File: src/logic/mmu_consts.svh
`ifndef MMU_CONSTS_SVH
`define MMU_CONSTS_SVH

// Field widths
`define MMU_VPN_W       27
`define MMU_PPN_W       20
`define MMU_ASID_W      16
`define MMU_TRANS_ID_W  3

// MSHR entries, at most 2**MMU_TRANS_ID_W
`define MMU_ENTRY_COUNT 4

// TLB miss ports
`define MMU_ALLOC_WIDTH 2

// Jobs held by the walker
`define MMU_WALK_DEPTH  2

`endif

File: src/logic/mmu_pkg.sv
`include "mmu_consts.svh"

package mmu_pkg;

  typedef enum logic [1:0] {
    ACC_LOAD  = 2'd0,
    ACC_STORE = 2'd1,
    ACC_FETCH = 2'd2
  } access_e;

  // One TLB miss, 45 bits
  typedef struct packed {
    access_e                 access;
    logic [`MMU_ASID_W-1:0]  asid;
    logic [`MMU_VPN_W-1:0]   vpn;
  } miss_req_t;

  typedef struct packed {
    logic [`MMU_TRANS_ID_W-1:0] trans_id;
    access_e                    access;
    logic [`MMU_ASID_W-1:0]     asid;
    logic [`MMU_VPN_W-1:0]      vpn;
  } miss_grant_t;

  typedef struct packed {
    logic [`MMU_TRANS_ID_W-1:0] trans_id;
    logic [`MMU_ASID_W-1:0]     asid;
    logic [`MMU_VPN_W-1:0]      vpn;
    logic [`MMU_PPN_W-1:0]      ppn;
    access_e                    access;
    logic                       fault;
  } tlb_fill_t;

  typedef struct packed {
    logic [63:0]                addr;
    logic [`MMU_TRANS_ID_W-1:0] trans_id;
  } mem_req_t;

  typedef enum logic [1:0] {
    WALK_IDLE  = 2'd0,
    WALK_ISSUE = 2'd1,
    WALK_WAIT  = 2'd2,
    WALK_FILL  = 2'd3
  } walk_state_e;

endpackage

File: src/logic/miss_req_buffer.sv
`timescale 1ns/100ps
`include "mmu_consts.svh"

module miss_req_buffer #(
  parameter int ALLOC_WIDTH = `MMU_ALLOC_WIDTH
) (
  input  logic                                   clk,
  input  logic                                   rst_n_i,
  input  logic [ALLOC_WIDTH-1:0]                 enq_vld_i,
  input  mmu_pkg::miss_req_t [ALLOC_WIDTH-1:0]   enq_req_i,
  output logic                                   deq_vld_o,
  output mmu_pkg::miss_req_t                     deq_req_o,
  input  logic                                   deq_pop_i,
  output logic                                   full_o
);

  localparam int DEPTH = 2 * ALLOC_WIDTH;
  localparam int PTR_W = (DEPTH > 1) ? $clog2(DEPTH) : 1;
  localparam int CNT_W = $clog2(DEPTH + 1);

  mmu_pkg::miss_req_t mem_q [DEPTH];
  logic [PTR_W-1:0]   slot [ALLOC_WIDTH];
  logic [PTR_W-1:0]   wr_ptr_q;
  logic [PTR_W-1:0]   wr_ptr_d;
  logic [PTR_W-1:0]   rd_ptr_q;
  logic [PTR_W-1:0]   rd_ptr_d;
  logic [CNT_W-1:0]   cnt_q;
  logic [CNT_W-1:0]   enq_cnt;
  logic               pop;

  // Valid ports pack into consecutive slots, lowest port first
  always_comb begin
    int unsigned ofs;
    ofs = 0;
    for (int i = 0; i < ALLOC_WIDTH; i++) begin
      slot[i] = PTR_W'((32'(wr_ptr_q) + ofs) % DEPTH);
      if (enq_vld_i[i]) begin
        ofs = ofs + 1;
      end
    end
    enq_cnt = CNT_W'(ofs);
  end

  assign pop      = deq_pop_i & deq_vld_o;
  assign wr_ptr_d = PTR_W'((32'(wr_ptr_q) + 32'(enq_cnt)) % DEPTH);
  assign rd_ptr_d = PTR_W'((32'(rd_ptr_q) + 1) % DEPTH);

  always_ff @(posedge clk) begin
    for (int i = 0; i < ALLOC_WIDTH; i++) begin
      if (enq_vld_i[i]) begin
        mem_q[slot[i]] <= enq_req_i[i];
      end
    end
  end

  always_ff @(posedge clk or negedge rst_n_i) begin
    if (!rst_n_i) begin
      wr_ptr_q <= '0;
      rd_ptr_q <= '0;
      cnt_q    <= '0;
    end else begin
      wr_ptr_q <= wr_ptr_d;
      if (pop) begin
        rd_ptr_q <= rd_ptr_d;
      end
      cnt_q <= cnt_q + enq_cnt - CNT_W'(pop);
    end
  end

  assign deq_vld_o = (cnt_q != '0);
  assign deq_req_o = mem_q[rd_ptr_q];

  // Not enough room left for a full row of misses
  assign full_o = (DEPTH - 32'(cnt_q)) < ALLOC_WIDTH;

endmodule

File: src/logic/mmu_miss_top.sv
`timescale 1ns/100ps
`include "mmu_consts.svh"

module mmu_miss_top (
  input  logic                                       clk,
  input  logic                                       rst_n_i,
  input  logic [`MMU_ALLOC_WIDTH-1:0]                miss_vld_i,
  input  mmu_pkg::miss_req_t [`MMU_ALLOC_WIDTH-1:0]  miss_req_i,
  output logic                                       fill_vld_o,
  output mmu_pkg::tlb_fill_t                         fill_o,
  output logic                                       mem_req_vld_o,
  output mmu_pkg::mem_req_t                          mem_req_o,
  input  logic                                       mem_req_rdy_i,
  input  logic                                       mem_rsp_vld_i,
  input  logic [63:0]                                mem_rsp_pte_i,
  input  logic                                       csr_wr_i,
  input  logic                                       csr_addr_i,
  input  logic [31:0]                                csr_wdata_i,
  output logic                                       inflight_o
);

  logic                       head_vld;
  mmu_pkg::miss_req_t         head;
  logic                       head_pop;
  logic                       buf_full;
  logic                       grant_vld;
  mmu_pkg::miss_grant_t       grant;
  logic                       grant_rdy;
  logic                       dealloc_vld;
  logic [`MMU_TRANS_ID_W-1:0] dealloc_id;
  logic                       mshr_busy;
  logic [`MMU_PPN_W-1:0]      root_ppn;
  logic                       walk_en;

  miss_req_buffer #(
    .ALLOC_WIDTH(`MMU_ALLOC_WIDTH)
  ) u_miss_buf (
    .clk       (clk),
    .rst_n_i   (rst_n_i),
    .enq_vld_i (miss_vld_i),
    .enq_req_i (miss_req_i),
    .deq_vld_o (head_vld),
    .deq_req_o (head),
    .deq_pop_i (head_pop),
    .full_o    (buf_full)
  );

  mmu_mshr #(
    .ENTRY_COUNT(`MMU_ENTRY_COUNT)
  ) u_mshr (
    .clk           (clk),
    .rst_n_i       (rst_n_i),
    .head_vld_i    (head_vld),
    .head_i        (head),
    .head_pop_o    (head_pop),
    .walk_en_i     (walk_en),
    .grant_vld_o   (grant_vld),
    .grant_o       (grant),
    .grant_rdy_i   (grant_rdy),
    .dealloc_vld_i (dealloc_vld),
    .dealloc_id_i  (dealloc_id),
    .busy_o        (mshr_busy)
  );

  ptw_csr u_csr (
    .clk         (clk),
    .rst_n_i     (rst_n_i),
    .csr_wr_i    (csr_wr_i),
    .csr_addr_i  (csr_addr_i),
    .csr_wdata_i (csr_wdata_i),
    .root_ppn_o  (root_ppn),
    .walk_en_o   (walk_en)
  );

  ptw_walker #(
    .DEPTH(`MMU_WALK_DEPTH)
  ) u_walker (
    .clk           (clk),
    .rst_n_i       (rst_n_i),
    .grant_vld_i   (grant_vld),
    .grant_i       (grant),
    .grant_rdy_o   (grant_rdy),
    .root_ppn_i    (root_ppn),
    .mem_req_vld_o (mem_req_vld_o),
    .mem_req_o     (mem_req_o),
    .mem_req_rdy_i (mem_req_rdy_i),
    .mem_rsp_vld_i (mem_rsp_vld_i),
    .mem_rsp_pte_i (mem_rsp_pte_i),
    .fill_vld_o    (fill_vld_o),
    .fill_o        (fill_o),
    .dealloc_vld_o (dealloc_vld),
    .dealloc_id_o  (dealloc_id)
  );

  // Anything still on its way from a miss to a fill
  assign inflight_o = (|miss_vld_i) | head_vld | buf_full | mshr_busy | grant_vld;

endmodule

File: src/logic/mmu_mshr.sv
`timescale 1ns/100ps
`include "mmu_consts.svh"

module mmu_mshr #(
  parameter int ENTRY_COUNT = `MMU_ENTRY_COUNT
) (
  input  logic                       clk,
  input  logic                       rst_n_i,
  input  logic                       head_vld_i,
  input  mmu_pkg::miss_req_t         head_i,
  output logic                       head_pop_o,
  input  logic                       walk_en_i,
  output logic                       grant_vld_o,
  output mmu_pkg::miss_grant_t       grant_o,
  input  logic                       grant_rdy_i,
  input  logic                       dealloc_vld_i,
  input  logic [`MMU_TRANS_ID_W-1:0] dealloc_id_i,
  output logic                       busy_o
);

  localparam int ID_W = (ENTRY_COUNT > 1) ? $clog2(ENTRY_COUNT) : 1;

  logic [ENTRY_COUNT-1:0]  vld_q;
  logic [`MMU_VPN_W-1:0]   vpn_q [ENTRY_COUNT];
  logic [ENTRY_COUNT-1:0]  match;
  logic [ENTRY_COUNT-1:0]  free;
  logic [ENTRY_COUNT-1:0]  alloc_oh;
  logic [ENTRY_COUNT-1:0]  dealloc_oh;
  logic [ID_W-1:0]         alloc_id;
  logic                    waive;
  logic                    grant_fire;

  // Same VPN already being walked
  always_comb begin
    for (int i = 0; i < ENTRY_COUNT; i++) begin
      match[i] = vld_q[i] & (vpn_q[i] == head_i.vpn);
    end
  end
  assign waive = |match;

  assign free     = ~vld_q;
  assign alloc_oh = free & (~free + 1'b1);

  always_comb begin
    alloc_id = '0;
    for (int i = 0; i < ENTRY_COUNT; i++) begin
      if (alloc_oh[i]) begin
        alloc_id = alloc_id | ID_W'(i);
      end
    end
  end

  assign grant_vld_o = head_vld_i & (|free) & walk_en_i & ~waive;
  assign grant_fire  = grant_vld_o & grant_rdy_i;
  assign head_pop_o  = head_vld_i & (grant_fire | waive);

  always_comb begin
    grant_o          = '0;
    grant_o.trans_id = `MMU_TRANS_ID_W'(alloc_id);
    grant_o.access   = head_i.access;
    grant_o.asid     = head_i.asid;
    grant_o.vpn      = head_i.vpn;
  end

  assign dealloc_oh = dealloc_vld_i ? (ENTRY_COUNT'(1) << dealloc_id_i[ID_W-1:0]) : '0;

  always_ff @(posedge clk or negedge rst_n_i) begin
    if (!rst_n_i) begin
      vld_q <= '0;
    end else begin
      vld_q <= (vld_q & ~dealloc_oh) | (grant_fire ? alloc_oh : '0);
    end
  end

  always_ff @(posedge clk) begin
    for (int i = 0; i < ENTRY_COUNT; i++) begin
      if (grant_fire && alloc_oh[i]) begin
        vpn_q[i] <= head_i.vpn;
      end
    end
  end

  assign busy_o = |vld_q;

endmodule

File: src/logic/ptw_csr.sv
`timescale 1ns/100ps
`include "mmu_consts.svh"

module ptw_csr (
  input  logic                  clk,
  input  logic                  rst_n_i,
  input  logic                  csr_wr_i,
  input  logic                  csr_addr_i,
  input  logic [31:0]           csr_wdata_i,
  output logic [`MMU_PPN_W-1:0] root_ppn_o,
  output logic                  walk_en_o
);

  localparam logic CSR_ROOT = 1'b0;
  localparam logic CSR_CTRL = 1'b1;

  logic [`MMU_PPN_W-1:0] root_ppn_q;
  logic                  walk_en_q;

  // Root page number of the flat table
  always_ff @(posedge clk or negedge rst_n_i) begin
    if (!rst_n_i) begin
      root_ppn_q <= '0;
    end else if (csr_wr_i && csr_addr_i == CSR_ROOT) begin
      root_ppn_q <= csr_wdata_i[`MMU_PPN_W-1:0];
    end
  end

  // Walks enabled out of reset
  always_ff @(posedge clk or negedge rst_n_i) begin
    if (!rst_n_i) begin
      walk_en_q <= 1'b1;
    end else if (csr_wr_i && csr_addr_i == CSR_CTRL) begin
      walk_en_q <= csr_wdata_i[0];
    end
  end

  assign root_ppn_o = root_ppn_q;
  assign walk_en_o  = walk_en_q;

endmodule

File: src/logic/ptw_walker.sv
`timescale 1ns/100ps
`include "mmu_consts.svh"

module ptw_walker #(
  parameter int DEPTH = `MMU_WALK_DEPTH
) (
  input  logic                       clk,
  input  logic                       rst_n_i,
  input  logic                       grant_vld_i,
  input  mmu_pkg::miss_grant_t       grant_i,
  output logic                       grant_rdy_o,
  input  logic [`MMU_PPN_W-1:0]      root_ppn_i,
  output logic                       mem_req_vld_o,
  output mmu_pkg::mem_req_t          mem_req_o,
  input  logic                       mem_req_rdy_i,
  input  logic                       mem_rsp_vld_i,
  input  logic [63:0]                mem_rsp_pte_i,
  output logic                       fill_vld_o,
  output mmu_pkg::tlb_fill_t         fill_o,
  output logic                       dealloc_vld_o,
  output logic [`MMU_TRANS_ID_W-1:0] dealloc_id_o
);

  localparam int PTR_W = (DEPTH > 1) ? $clog2(DEPTH) : 1;
  localparam int CNT_W = $clog2(DEPTH + 1);

  mmu_pkg::miss_grant_t job_q [DEPTH];
  mmu_pkg::miss_grant_t iss_job;
  mmu_pkg::miss_grant_t cmp_job;
  mmu_pkg::walk_state_e state_q;
  mmu_pkg::walk_state_e state_d;
  mmu_pkg::tlb_fill_t   fill_q;
  logic                 fill_vld_q;
  logic [PTR_W-1:0]     wr_ptr_q;
  logic [PTR_W-1:0]     iss_ptr_q;
  logic [PTR_W-1:0]     cmp_ptr_q;
  logic [CNT_W-1:0]     unissued_q;
  logic [CNT_W-1:0]     unissued_d;
  logic [CNT_W-1:0]     outst_q;
  logic [CNT_W-1:0]     outst_d;
  logic                 grant_fire;
  logic                 iss_fire;
  logic                 rsp_fire;

  function automatic logic [PTR_W-1:0] ptr_inc(input logic [PTR_W-1:0] ptr);
    if (32'(ptr) == DEPTH - 1) begin
      return '0;
    end
    return ptr + 1'b1;
  endfunction

  // A slot frees on the response edge
  assign grant_rdy_o = (32'(unissued_q) + 32'(outst_q)) < DEPTH;
  assign grant_fire  = grant_vld_i & grant_rdy_o;
  assign iss_fire    = mem_req_vld_o & mem_req_rdy_i;
  assign rsp_fire    = mem_rsp_vld_i & (outst_q != '0);

  assign iss_job = job_q[iss_ptr_q];
  assign cmp_job = job_q[cmp_ptr_q];

  always_ff @(posedge clk) begin
    if (grant_fire) begin
      job_q[wr_ptr_q] <= grant_i;
    end
  end

  assign unissued_d = unissued_q + CNT_W'(grant_fire) - CNT_W'(iss_fire);
  assign outst_d    = outst_q + CNT_W'(iss_fire) - CNT_W'(rsp_fire);

  // Issue side state, registered so the request rises a cycle after the grant
  always_comb begin
    if (unissued_d != '0) begin
      state_d = mmu_pkg::WALK_ISSUE;
    end else if (outst_d != '0) begin
      state_d = mmu_pkg::WALK_WAIT;
    end else if (rsp_fire) begin
      state_d = mmu_pkg::WALK_FILL;
    end else begin
      state_d = mmu_pkg::WALK_IDLE;
    end
  end

  always_ff @(posedge clk or negedge rst_n_i) begin
    if (!rst_n_i) begin
      state_q    <= mmu_pkg::WALK_IDLE;
      wr_ptr_q   <= '0;
      iss_ptr_q  <= '0;
      cmp_ptr_q  <= '0;
      unissued_q <= '0;
      outst_q    <= '0;
      fill_vld_q <= 1'b0;
    end else begin
      state_q    <= state_d;
      unissued_q <= unissued_d;
      outst_q    <= outst_d;
      fill_vld_q <= rsp_fire;
      if (grant_fire) begin
        wr_ptr_q <= ptr_inc(wr_ptr_q);
      end
      if (iss_fire) begin
        iss_ptr_q <= ptr_inc(iss_ptr_q);
      end
      if (rsp_fire) begin
        cmp_ptr_q <= ptr_inc(cmp_ptr_q);
      end
    end
  end

  assign mem_req_vld_o = (state_q == mmu_pkg::WALK_ISSUE);

  // Leaf PTE at root page base plus 8 bytes per VPN
  always_comb begin
    mem_req_o          = '0;
    mem_req_o.addr     = (64'(root_ppn_i) << 12) + (64'(iss_job.vpn) << 3);
    mem_req_o.trans_id = iss_job.trans_id;
  end

  always_ff @(posedge clk) begin
    if (rsp_fire) begin
      fill_q.trans_id <= cmp_job.trans_id;
      fill_q.asid     <= cmp_job.asid;
      fill_q.vpn      <= cmp_job.vpn;
      fill_q.access   <= cmp_job.access;
      fill_q.ppn      <= mem_rsp_pte_i[10 +: `MMU_PPN_W];
      // Invalid PTE faults
      fill_q.fault    <= ~mem_rsp_pte_i[0];
    end
  end

  assign fill_vld_o    = fill_vld_q;
  assign fill_o        = fill_q;
  assign dealloc_vld_o = fill_vld_q;
  assign dealloc_id_o  = fill_q.trans_id;

endmodule

File: config.mk
export PLATFORM = sky130hd
export DESIGN_NAME = mmu_miss_top
export DESIGN_NICKNAME = d
export VERILOG_FILES = /design/src/logic/mmu_pkg.sv /design/src/logic/miss_req_buffer.sv /design/src/logic/mmu_miss_top.sv /design/src/logic/mmu_mshr.sv /design/src/logic/ptw_csr.sv /design/src/logic/ptw_walker.sv
export VERILOG_INCLUDE_DIRS = /design/src /design/src/logic
export SDC_FILE = /design/constraint.sdc
export NUM_CORES = 1
export LEC_CHECK = 0
export ABC_AREA = 1
export BUFFER_PORTS_ARGS = -buffer_cell sky130_fd_sc_hd__buf_2
export CAP_MARGIN = 30
export CORE_MARGIN = 2
export CORE_UTILIZATION = 28
export CTS_BUF_LIST = sky130_fd_sc_hd__clkbuf_4
export CTS_CLUSTER_DIAMETER = 100
export CTS_CLUSTER_SIZE = 25
export DETAILED_ROUTE_END_ITERATION = 8
export SLEW_MARGIN = 15
export SYNTH_ARGS = -nofsm -noshare
export SYNTH_HDL_FRONTEND = slang
export SYNTH_SLANG_ARGS = --single-unit
File: constraint.sdc
create_clock -name clk -period 11.1 [get_ports clk]
set_input_delay 0 -clock clk [delete_from_list [all_inputs] [get_ports clk]]
set_output_delay 0 -clock clk [all_outputs]
set_load 0.02 [all_outputs]
==> metrics.cfg, run 1 <==
[status]
run_status = finished clean

[sta]
setup_ws_ps = 5580
fin_crit_sh = 0.497
tightestPinTransition_ps = 986
hold_viol = 0
max_slew_margin = 0.343
finalClockSkew_ps = 108
setup_viol = 0
timing.final.crit_period_ps = 5520
slew_viol_final = 0
setup_tns_ps = 0
whs_ps = 110
fmax_mhz = 181
rsz0062_at_grt = no

[place]
place_hpwl_mm = 46.6
io_buffers = 241
dpl.cell_count = 3700
placed_area_mm2 = 0.0261
place_ws_ps = 5610
place.gp.congestion = 0.905

[logic_synthesis]
syn_inst = 2394
ys_ff_latch = 492
netlist_area_mm2 = 0.0237
yosys.area_share.adder = 0.0178
synth_xor_area_frac = 0.0143
synth-simple-area-share = 0.203
synthMuxAreaShare = 0.00806
synth.avg_cell_area_um2 = 9.92
synth.distinct_cells = 49
synth_compound_area_frac = 0.0829
async_flop_share = 0.0854
synth_seq_area_share = 0.613
synth-edff-count = 450
synth_top_family_by_area = simple AND/OR/NAND/NOR gates
ys.flop_type = edfxtp_1
yosysWarnings = 0

[critical_path]
worst_setup_path_end_kind = flip-flop
reg2reg_slack_ps = 5580
critPathArrivalTime_ps = 6030
path_class = reg2reg
required_ps = 11610
r2r_cells = 17
cp-start-kind = flip-flop
path_max_fanout = 55

[power_and_ir_drop]
finalPower_mw = 8.17
p_seq_frac = 0.397
p_comb_frac = 0.503
vdd_ir_drop_max_mv = 0.196
leakagePower_nw = 12.4
p_per_area_mw_per_mm2 = 274
clockPowerShare = 0.100
p_int_mw = 4.38
p_switching_mw = 3.79
switching_share = 0.464

[cts]
cts_max_path_buffers = 3
cts_sinks = 492
cts_tree = yes
post-cts-setup-buffer-count = 0
cts_buffers = 26
clkTransAtPathRegs_ps = 250
clk_latency_ps = 930
ctsHoldBuffers = 320
cts_resized = 0
cts_root_buf = clkbuf_4
htree_levels = 1

[job]
maxCapViolations = 0

[global_route]
grt_max_degree = 92
grt_pass1_wl_mm = 101
grt_antenna_before_repair = 3
gr-total-overflow = 0
grt_pass1_vias = 17095
gr-usage-all-layers = 0.152

[floorplan]
start_util = 0.283
io_pins = 333
core_area_mm2 = 0.0838
die-area_mm2 = 0.0872
chipHeight_um = 295
die_w_um = 295
num_rows = 106

[final_layout]
final_area_mm2 = 0.0298
finish.utilization = 0.355
drive_gt1_frac = 0.145
nets = 3142
final_cells = 4075
syn_to_final_growth_pct = 25.5

[routing]
dr.pass1.iters = 5
drtIter0Drc = 1386
wire_per_inst_um = 16.7
drcViolationCount = 0
drtAntennaViolNets = 0
vias = 18356
finalWirelength_mm = 68.1
vias_per_cell = 4.50

[min_path]
hp-class = in2reg
whs_path_depth = 5

-- final timing paths --
check                                         end                    from
min reg2reg                   u_walker.fill_o[64]   u_walker.job_q[1][41]
min                        u_miss_buf.wr_ptr_q[1]           miss_vld_i[1]
min in group asynchronous       u_walker.wr_ptr_q                 rst_n_i
max in group asynchronous     u_miss_buf.cnt_q[2]                 rst_n_i
max                         u_walker.job_q[0][24]  u_miss_buf.rd_ptr_q[0]
max reg2reg                 u_walker.job_q[0][24]  u_miss_buf.rd_ptr_q[0]
-- state kept, by name (all words and copies together) (netlist names) --
signal	cells
u_walker.cmp_ptr_q	1
u_csr.walk_en_o	1
u_walker.unissued_q	2
u_walker.outst_q	2
u_miss_buf.rd_ptr_q	2
u_walker.fill_o	66
u_mshr.vpn_q	108
u_walker.state_q	2
u_miss_buf.wr_ptr_q	2
u_walker.wr_ptr_q	1
u_csr.root_ppn_o	20
u_miss_buf.cnt_q	3
u_walker.dealloc_vld_o	1
u_miss_buf.mem_q	180
u_walker.dealloc_id_o	2
u_walker.job_q	94
u_mshr.vld_q	4
u_walker.iss_ptr_q	1
-- layout by cell type, fill, tap and decap left out, types with 3 or more instances in the layout --
cell type | Yosys | final
nand2_2 | 24 | 28
nand4_1 | 21 | 21
xor2_1 | 25 | 25
a21oi_1 | 25 | 25
conb_1 | 1 | 36
o31ai_1 | 3 | 3
nor3_1 | 11 | 11
nor2_4 | 0 | 5
clkbuf_4 | 0 | 38
inv_1 | 194 | 192
edfxtp_1 | 450 | 450
ha_1 | 29 | 29
o21ai_2 | 5 | 5
diode_2 | 0 | 5
or2_2 | 4 | 4
o21ai_1 | 4 | 4
clkinv_4 | 0 | 3
o21ai_4 | 0 | 4
o211ai_1 | 3 | 3
nand3b_1 | 46 | 46
buf_4 | 40 | 18
mux2_2 | 17 | 17
dlygate4sd3_1 | 0 | 320
fa_1 | 3 | 3
o21ai_0 | 311 | 307
buf_2 | 9 | 241
nand3_2 | 31 | 31
nor2_1 | 146 | 141
inv_2 | 10 | 12
xnor2_1 | 12 | 12
dfrtp_1 | 41 | 37
nand2_1 | 729 | 725
dfrtp_2 | 0 | 4
o22ai_1 | 18 | 18
nand3_1 | 87 | 87
-- power by group through the flow --
| stage | registers (mW) | logic [mW] | clock network [mW] |
|---|---|---|---|
| 4_1_cts | 3.25 | 4.12 | 0.845 |
| 5_1_grt | 3.31 | 4.56 | 0.903 |
| 2_1_floorplan | 3.36 | 2.51 | 0 |
| 3_3_place_gp | 3.29 | 3.92 | 0 |
| 6_report | 3.24 | 4.11 | 0.815 |
| 3_5_place_dp | 3.30 | 3.97 | 0 |
-- per-layer routing --
metal | vias to the layer above | track usage | wire length [um]
met5 | - | 0 | 12
met4 | 2 | 0.0295 | 1260
met3 | 73 | 0.0168 | 3770
met2 | 551 | 0.250 | 31500
met1 | 8668 | 0.216 | 31600
li1 | 9062 | - | -
-- layout make-up --
class,instances,area (um2)
Clock buffer,38,285
Inverter,204,766
Multi-Input combinational cell,1610,7960
Timing Repair Buffer,582,4620
Antenna cell,5,12.5
Fill cell,8537,54000
Clock inverter,10,158
Sequential cell,492,14600
Tap cell,1134,1420
-- critical path: stages (launching register included) --
cell and delay [ps]:
dfrtp_2 720, inv_2 630, buf_4 650, nand2_1 100, nand3_1 300, nand2_2 210
inv_2 230, nand2_1 130, nand4_1 90, nor2_1 40, nand2_1 80, nor2_1 40
nand2_1 70, nand2_1 70, nor2_2 190, nand3_2 400, nor2_4 600, buf_4 500
-- synthesized netlist by cell type, types with 3 or more instances --
cell type  number  area [um2]
nand4_1        21         131
inv_2          10        37.5
nand3b_1       46         345
inv_1         194         728
o21ai_1         4        20.0
ha_1           29         363
buf_2           9        45.0
nor3_1         11        55.1
nor2_1        146         548
xnor2_1        12         105
o22ai_1        18         113
nand2_2        24         150
fa_1            3        60.1
a21oi_1        25         125
o21ai_2         5        43.8
nand2_1       729        2740
nand3_2        31         310
clkbuf_1       64         240
o211ai_1        3        22.5
buf_4          40         300
xor2_1         25         219
edfxtp_1      450       13500
mux2_2         17         191
o21ai_0       311        1560
buf_6           7        78.8
dfrtp_1        41        1030
buf_1           3        11.3
or2_2           4        25.0
o31ai_1         3        22.5
nand3_1        87         435
-- logic make-up after synthesis --
group,count (synthesis)
compound gates,377
buf+inv,327
fa+ha+maj,32
other cells,1
flops,492
simple gates,1110
mux,17
xor+xnor,38
(Power assumes the default switching activity.)
==> run 2: changes to the inputs <==
--- a/config.mk
+++ b/config.mk
@@ -6,7 +6,7 @@
 export SDC_FILE = /design/constraint.sdc
 export NUM_CORES = 1
 export LEC_CHECK = 0
-export ABC_AREA = 1
+export ABC_AREA = 0
 export BUFFER_PORTS_ARGS = -buffer_cell sky130_fd_sc_hd__buf_2
 export CAP_MARGIN = 30
 export CORE_MARGIN = 2
==> constraint.sdc (replaced) <==
create_clock -name clk -period 5 [get_ports clk]
set_input_delay 0 -clock clk [delete_from_list [all_inputs] [get_ports clk]]
set_output_delay 0 -clock clk [all_outputs]
set_load 0.02 [all_outputs]
==> metrics.cfg, run 2 <==
[cts]
cts_sinks = 492  ; unchanged
cts_root_buf = clkbuf_4
cts_tree = yes
htree_levels = 1  ; unchanged
cts_buffers = 26  ; unchanged
clk_latency_ps = 920  ; about the same
clkTransAtPathRegs_ps = 230  ; -20 ps
cts_max_path_buffers = 3  ; unchanged

[critical_path]
cp_slowest_cell = dfrtp_4
cp-endpoint = u_miss_buf.cnt_q[2]
r2r_cells = 16  ; -1
required_ps = 5750  ; -5860 ps
r2r-start = u_miss_buf.rd_ptr_q[0]
cp_cell_sequence = buf_4, mux4_2, xor2_1, nor4_1, o2111a_1, o2111ai_1, o211ai_1, o21bai_1, inv_1, ha_1, inv_1, ha_1, inv_1, fa_1, xor2_1, xnor2_1
worst_setup_path_end_kind = flip-flop
crit_start = u_miss_buf.rd_ptr_q[0]
path_max_fanout = 30  ; -45%
cpMostUsedCell = inv_1
reg2reg_slack_ps = 410  ; -5170 ps
critPathArrivalTime_ps = 5340  ; -690 ps
cp-start-kind = flip-flop
slowest_delay_ps = 870  ; +150 ps
path_class = reg2reg
reg2reg_to = u_miss_buf.cnt_q[2]

[routing]
vias = 13999  ; -24%
wire_per_inst_um = 20.0  ; +20%
drtIter0Drc = 1021  ; -26%
vias_per_cell = 4.59  ; +2.0%
drtAntennaViolNets = 0  ; unchanged
finalWirelength_mm = 61.0  ; -11%
drcViolationCount = 0  ; unchanged
dr.pass1.iters = 5  ; unchanged

[job]
maxCapViolations = 0  ; unchanged

[floorplan]
die-area_mm2 = 0.0832  ; -4.5%
die_w_um = 288  ; -2.3%
num_rows = 104  ; -1.9%
core_area_mm2 = 0.0803  ; -4.2%
io_pins = 333  ; unchanged
chipHeight_um = 288  ; -2.3%
start_util = 0.282  ; -0.00115

[place]
place.gp.congestion = 0.891  ; -1.5%
dpl.cell_count = 2663  ; -28%
place_ws_ps = 191  ; -5420 ps
place_hpwl_mm = 40.4  ; -13%
io_buffers = 241  ; unchanged

[global_route]
grt_max_degree = 71  ; -23%
gr-total-overflow = 0  ; unchanged
grt_pass1_wl_mm = 90.1  ; -11%
gr-usage-all-layers = 0.143  ; -0.00922
grt_antenna_before_repair = 3  ; unchanged
grt_pass1_vias = 14978  ; -12%

[sta]
setup_ws_ps = 413  ; -5170 ps
finalClockSkew_ps = 118  ; +9.47 ps
setup_viol = 0  ; unchanged
slew_viol_final = 0  ; unchanged
fmax_mhz = 218  ; +20%
max_slew_margin = 0.398  ; +0.0554
setup_tns_ps = 0  ; unchanged
hold_viol = 0  ; unchanged
tightestPinTransition_ps = 896  ; -89.6 ps
rsz0062_at_grt = no
fin_crit_sh = 0.917  ; +0.420
timing.final.crit_period_ps = 4590  ; -933 ps

[logic_synthesis]
ys_ff_latch = 492  ; unchanged
netlist_area_mm2 = 0.0227  ; -4.6%
synth.avg_cell_area_um2 = 16.6  ; +68%
ys.flop_type = edfxtp_1
yosysWarnings = 0  ; unchanged
synth.most_common_cell = edfxtp_1
yosys-top-cells-count = 450 x edfxtp_1, 276 x mux2_2, 95 x xnor2_1
yosysTopAreaCell = edfxtp_1
synth.distinct_cells = 67  ; +37%
synth_seq_area_share = 0.643  ; +0.0296
async_flop_share = 0.0854  ; unchanged
synthTopCellsByArea = edfxtp_1 60%, mux2_2 14%, dfrtp_1 4.5%
syn_inst = 1361  ; -43%
synth-edff-count = 450  ; unchanged
synth_top_area_frac = 0.597  ; +0.0275

[power_and_ir_drop]
vdd_ir_drop_max_mv = 0.347  ; +77%
leakagePower_nw = 10.4  ; -16%
finalPower_mw = 16.9  ; +110%
p_per_area_mw_per_mm2 = 579  ; +110%

[final_layout]
drive_gt1_frac = 0.347  ; +0.202
finish.utilization = 0.363  ; +0.00794
final_cells = 3047  ; -25%
largest_reg_flops = 180  ; unchanged
layout_common_cells = 450 x edfxtp_1, 340 x dlygate4sd3_1, 276 x mux2_2
nets = 2199  ; -30%
layout_commonest_cell = edfxtp_1
syn_to_final_growth_pct = 28.8

[status]
run_status = finished clean

[min_path]
hp-class = in2reg

## run 2: cell count changes after synthesis, sizes merged, moves of 83 or more
| cell | change |
|---|---|
| nor2 | -120 |
| inv | -171 |
| mux2 | +259 |
| nand2 | -733 |
| o21ai | -297 |
| nand3 | -107 |
| xnor2 | +83 |
## run 2: how the worst min path moves through the flow
stage | start | to | slack, ps | cells after the start
4_1_cts | miss_req_i[42] | u_miss_buf.mem_q[0][42] | 3 | 3
5_1_grt | miss_req_i[42] | u_miss_buf.mem_q[0][42] | 10 | 3
3_5_place_dp | rst_n_i | u_csr.root_ppn_o[7] | 140 | 2
3_3_place_gp | rst_n_i | u_csr.root_ppn_o[7] | 140 | 2
2_1_floorplan | rst_n_i | u_csr.root_ppn_o[0] | -300 | 0
6_report | miss_req_i[42] | u_miss_buf.mem_q[0][42] | 80 | 3
## run 2: area by class of cell
| type | count | area (um2) |
|---|---|---|
| Timing Repair Buffer | 641 | 5120 |
| Tap cell | 1060 | 1330 |
| Sequential cell | 492 | 14600 |
| Clock inverter | 11 | 139 |
| Multi-Input combinational cell | 779 | 7680 |
| Fill cell | 7560 | 51100 |
| Clock buffer | 26 | 195 |
| Inverter | 33 | 125 |
| Antenna cell | 5 | 12.5 |
## run 2: routing by layer
layer  global-route usage  vias to the layer above  wire, um  share of wire
met4               0.0307                        0      1180          0.019
met5                    0                        -         0              0
met2                0.250                      379     30500           0.50
met1                0.186                     7149     26100           0.43
met3               0.0213                       66      3110          0.051
li1                     -                     6405         -              -
## run 2: through the flow
step	hold slack (ps)	instance area, um2
floorplan	-296	22800
global placement	138	25400
detailed placement	142	25400
CTS	3.49	29100
global route	10.4	29200
finish	77.9	29200
## run 2: what timing repair did
action,in CTS,in global routing
setup buffers,0,1
hold endpoints to repair,277,0
resized for setup,0,2
hold buffers,340,0
endpoints found under the setup margin,0,4
## run 2: critical path, delay by kind of cell, from the launching register on
kind	cells	cell delay [ps]
xor+xnor	3	490
mux	1	710
simple gates	1	350
flops	1	870
fa+ha+maj	3	740
compound gates	4	720
buf+inv	4	550
## run 2: logic make-up after synthesis
logic type,count (synthesis),share of synthesized area
flops,492,0.643
other cells,1,0.000166
mux,350,0.194
compound gates,107,0.0347
fa+ha+maj,32,0.0187
simple gates,121,0.0279
buf+inv,125,0.0299
xor+xnor,133,0.0514
## run 2: power by group
part,total [mW],internal [mW],switching (mW)
Combinational,8.10,3.33,4.77
Clock,1.63,0.341,1.28
Sequential,7.17,6.52,0.645
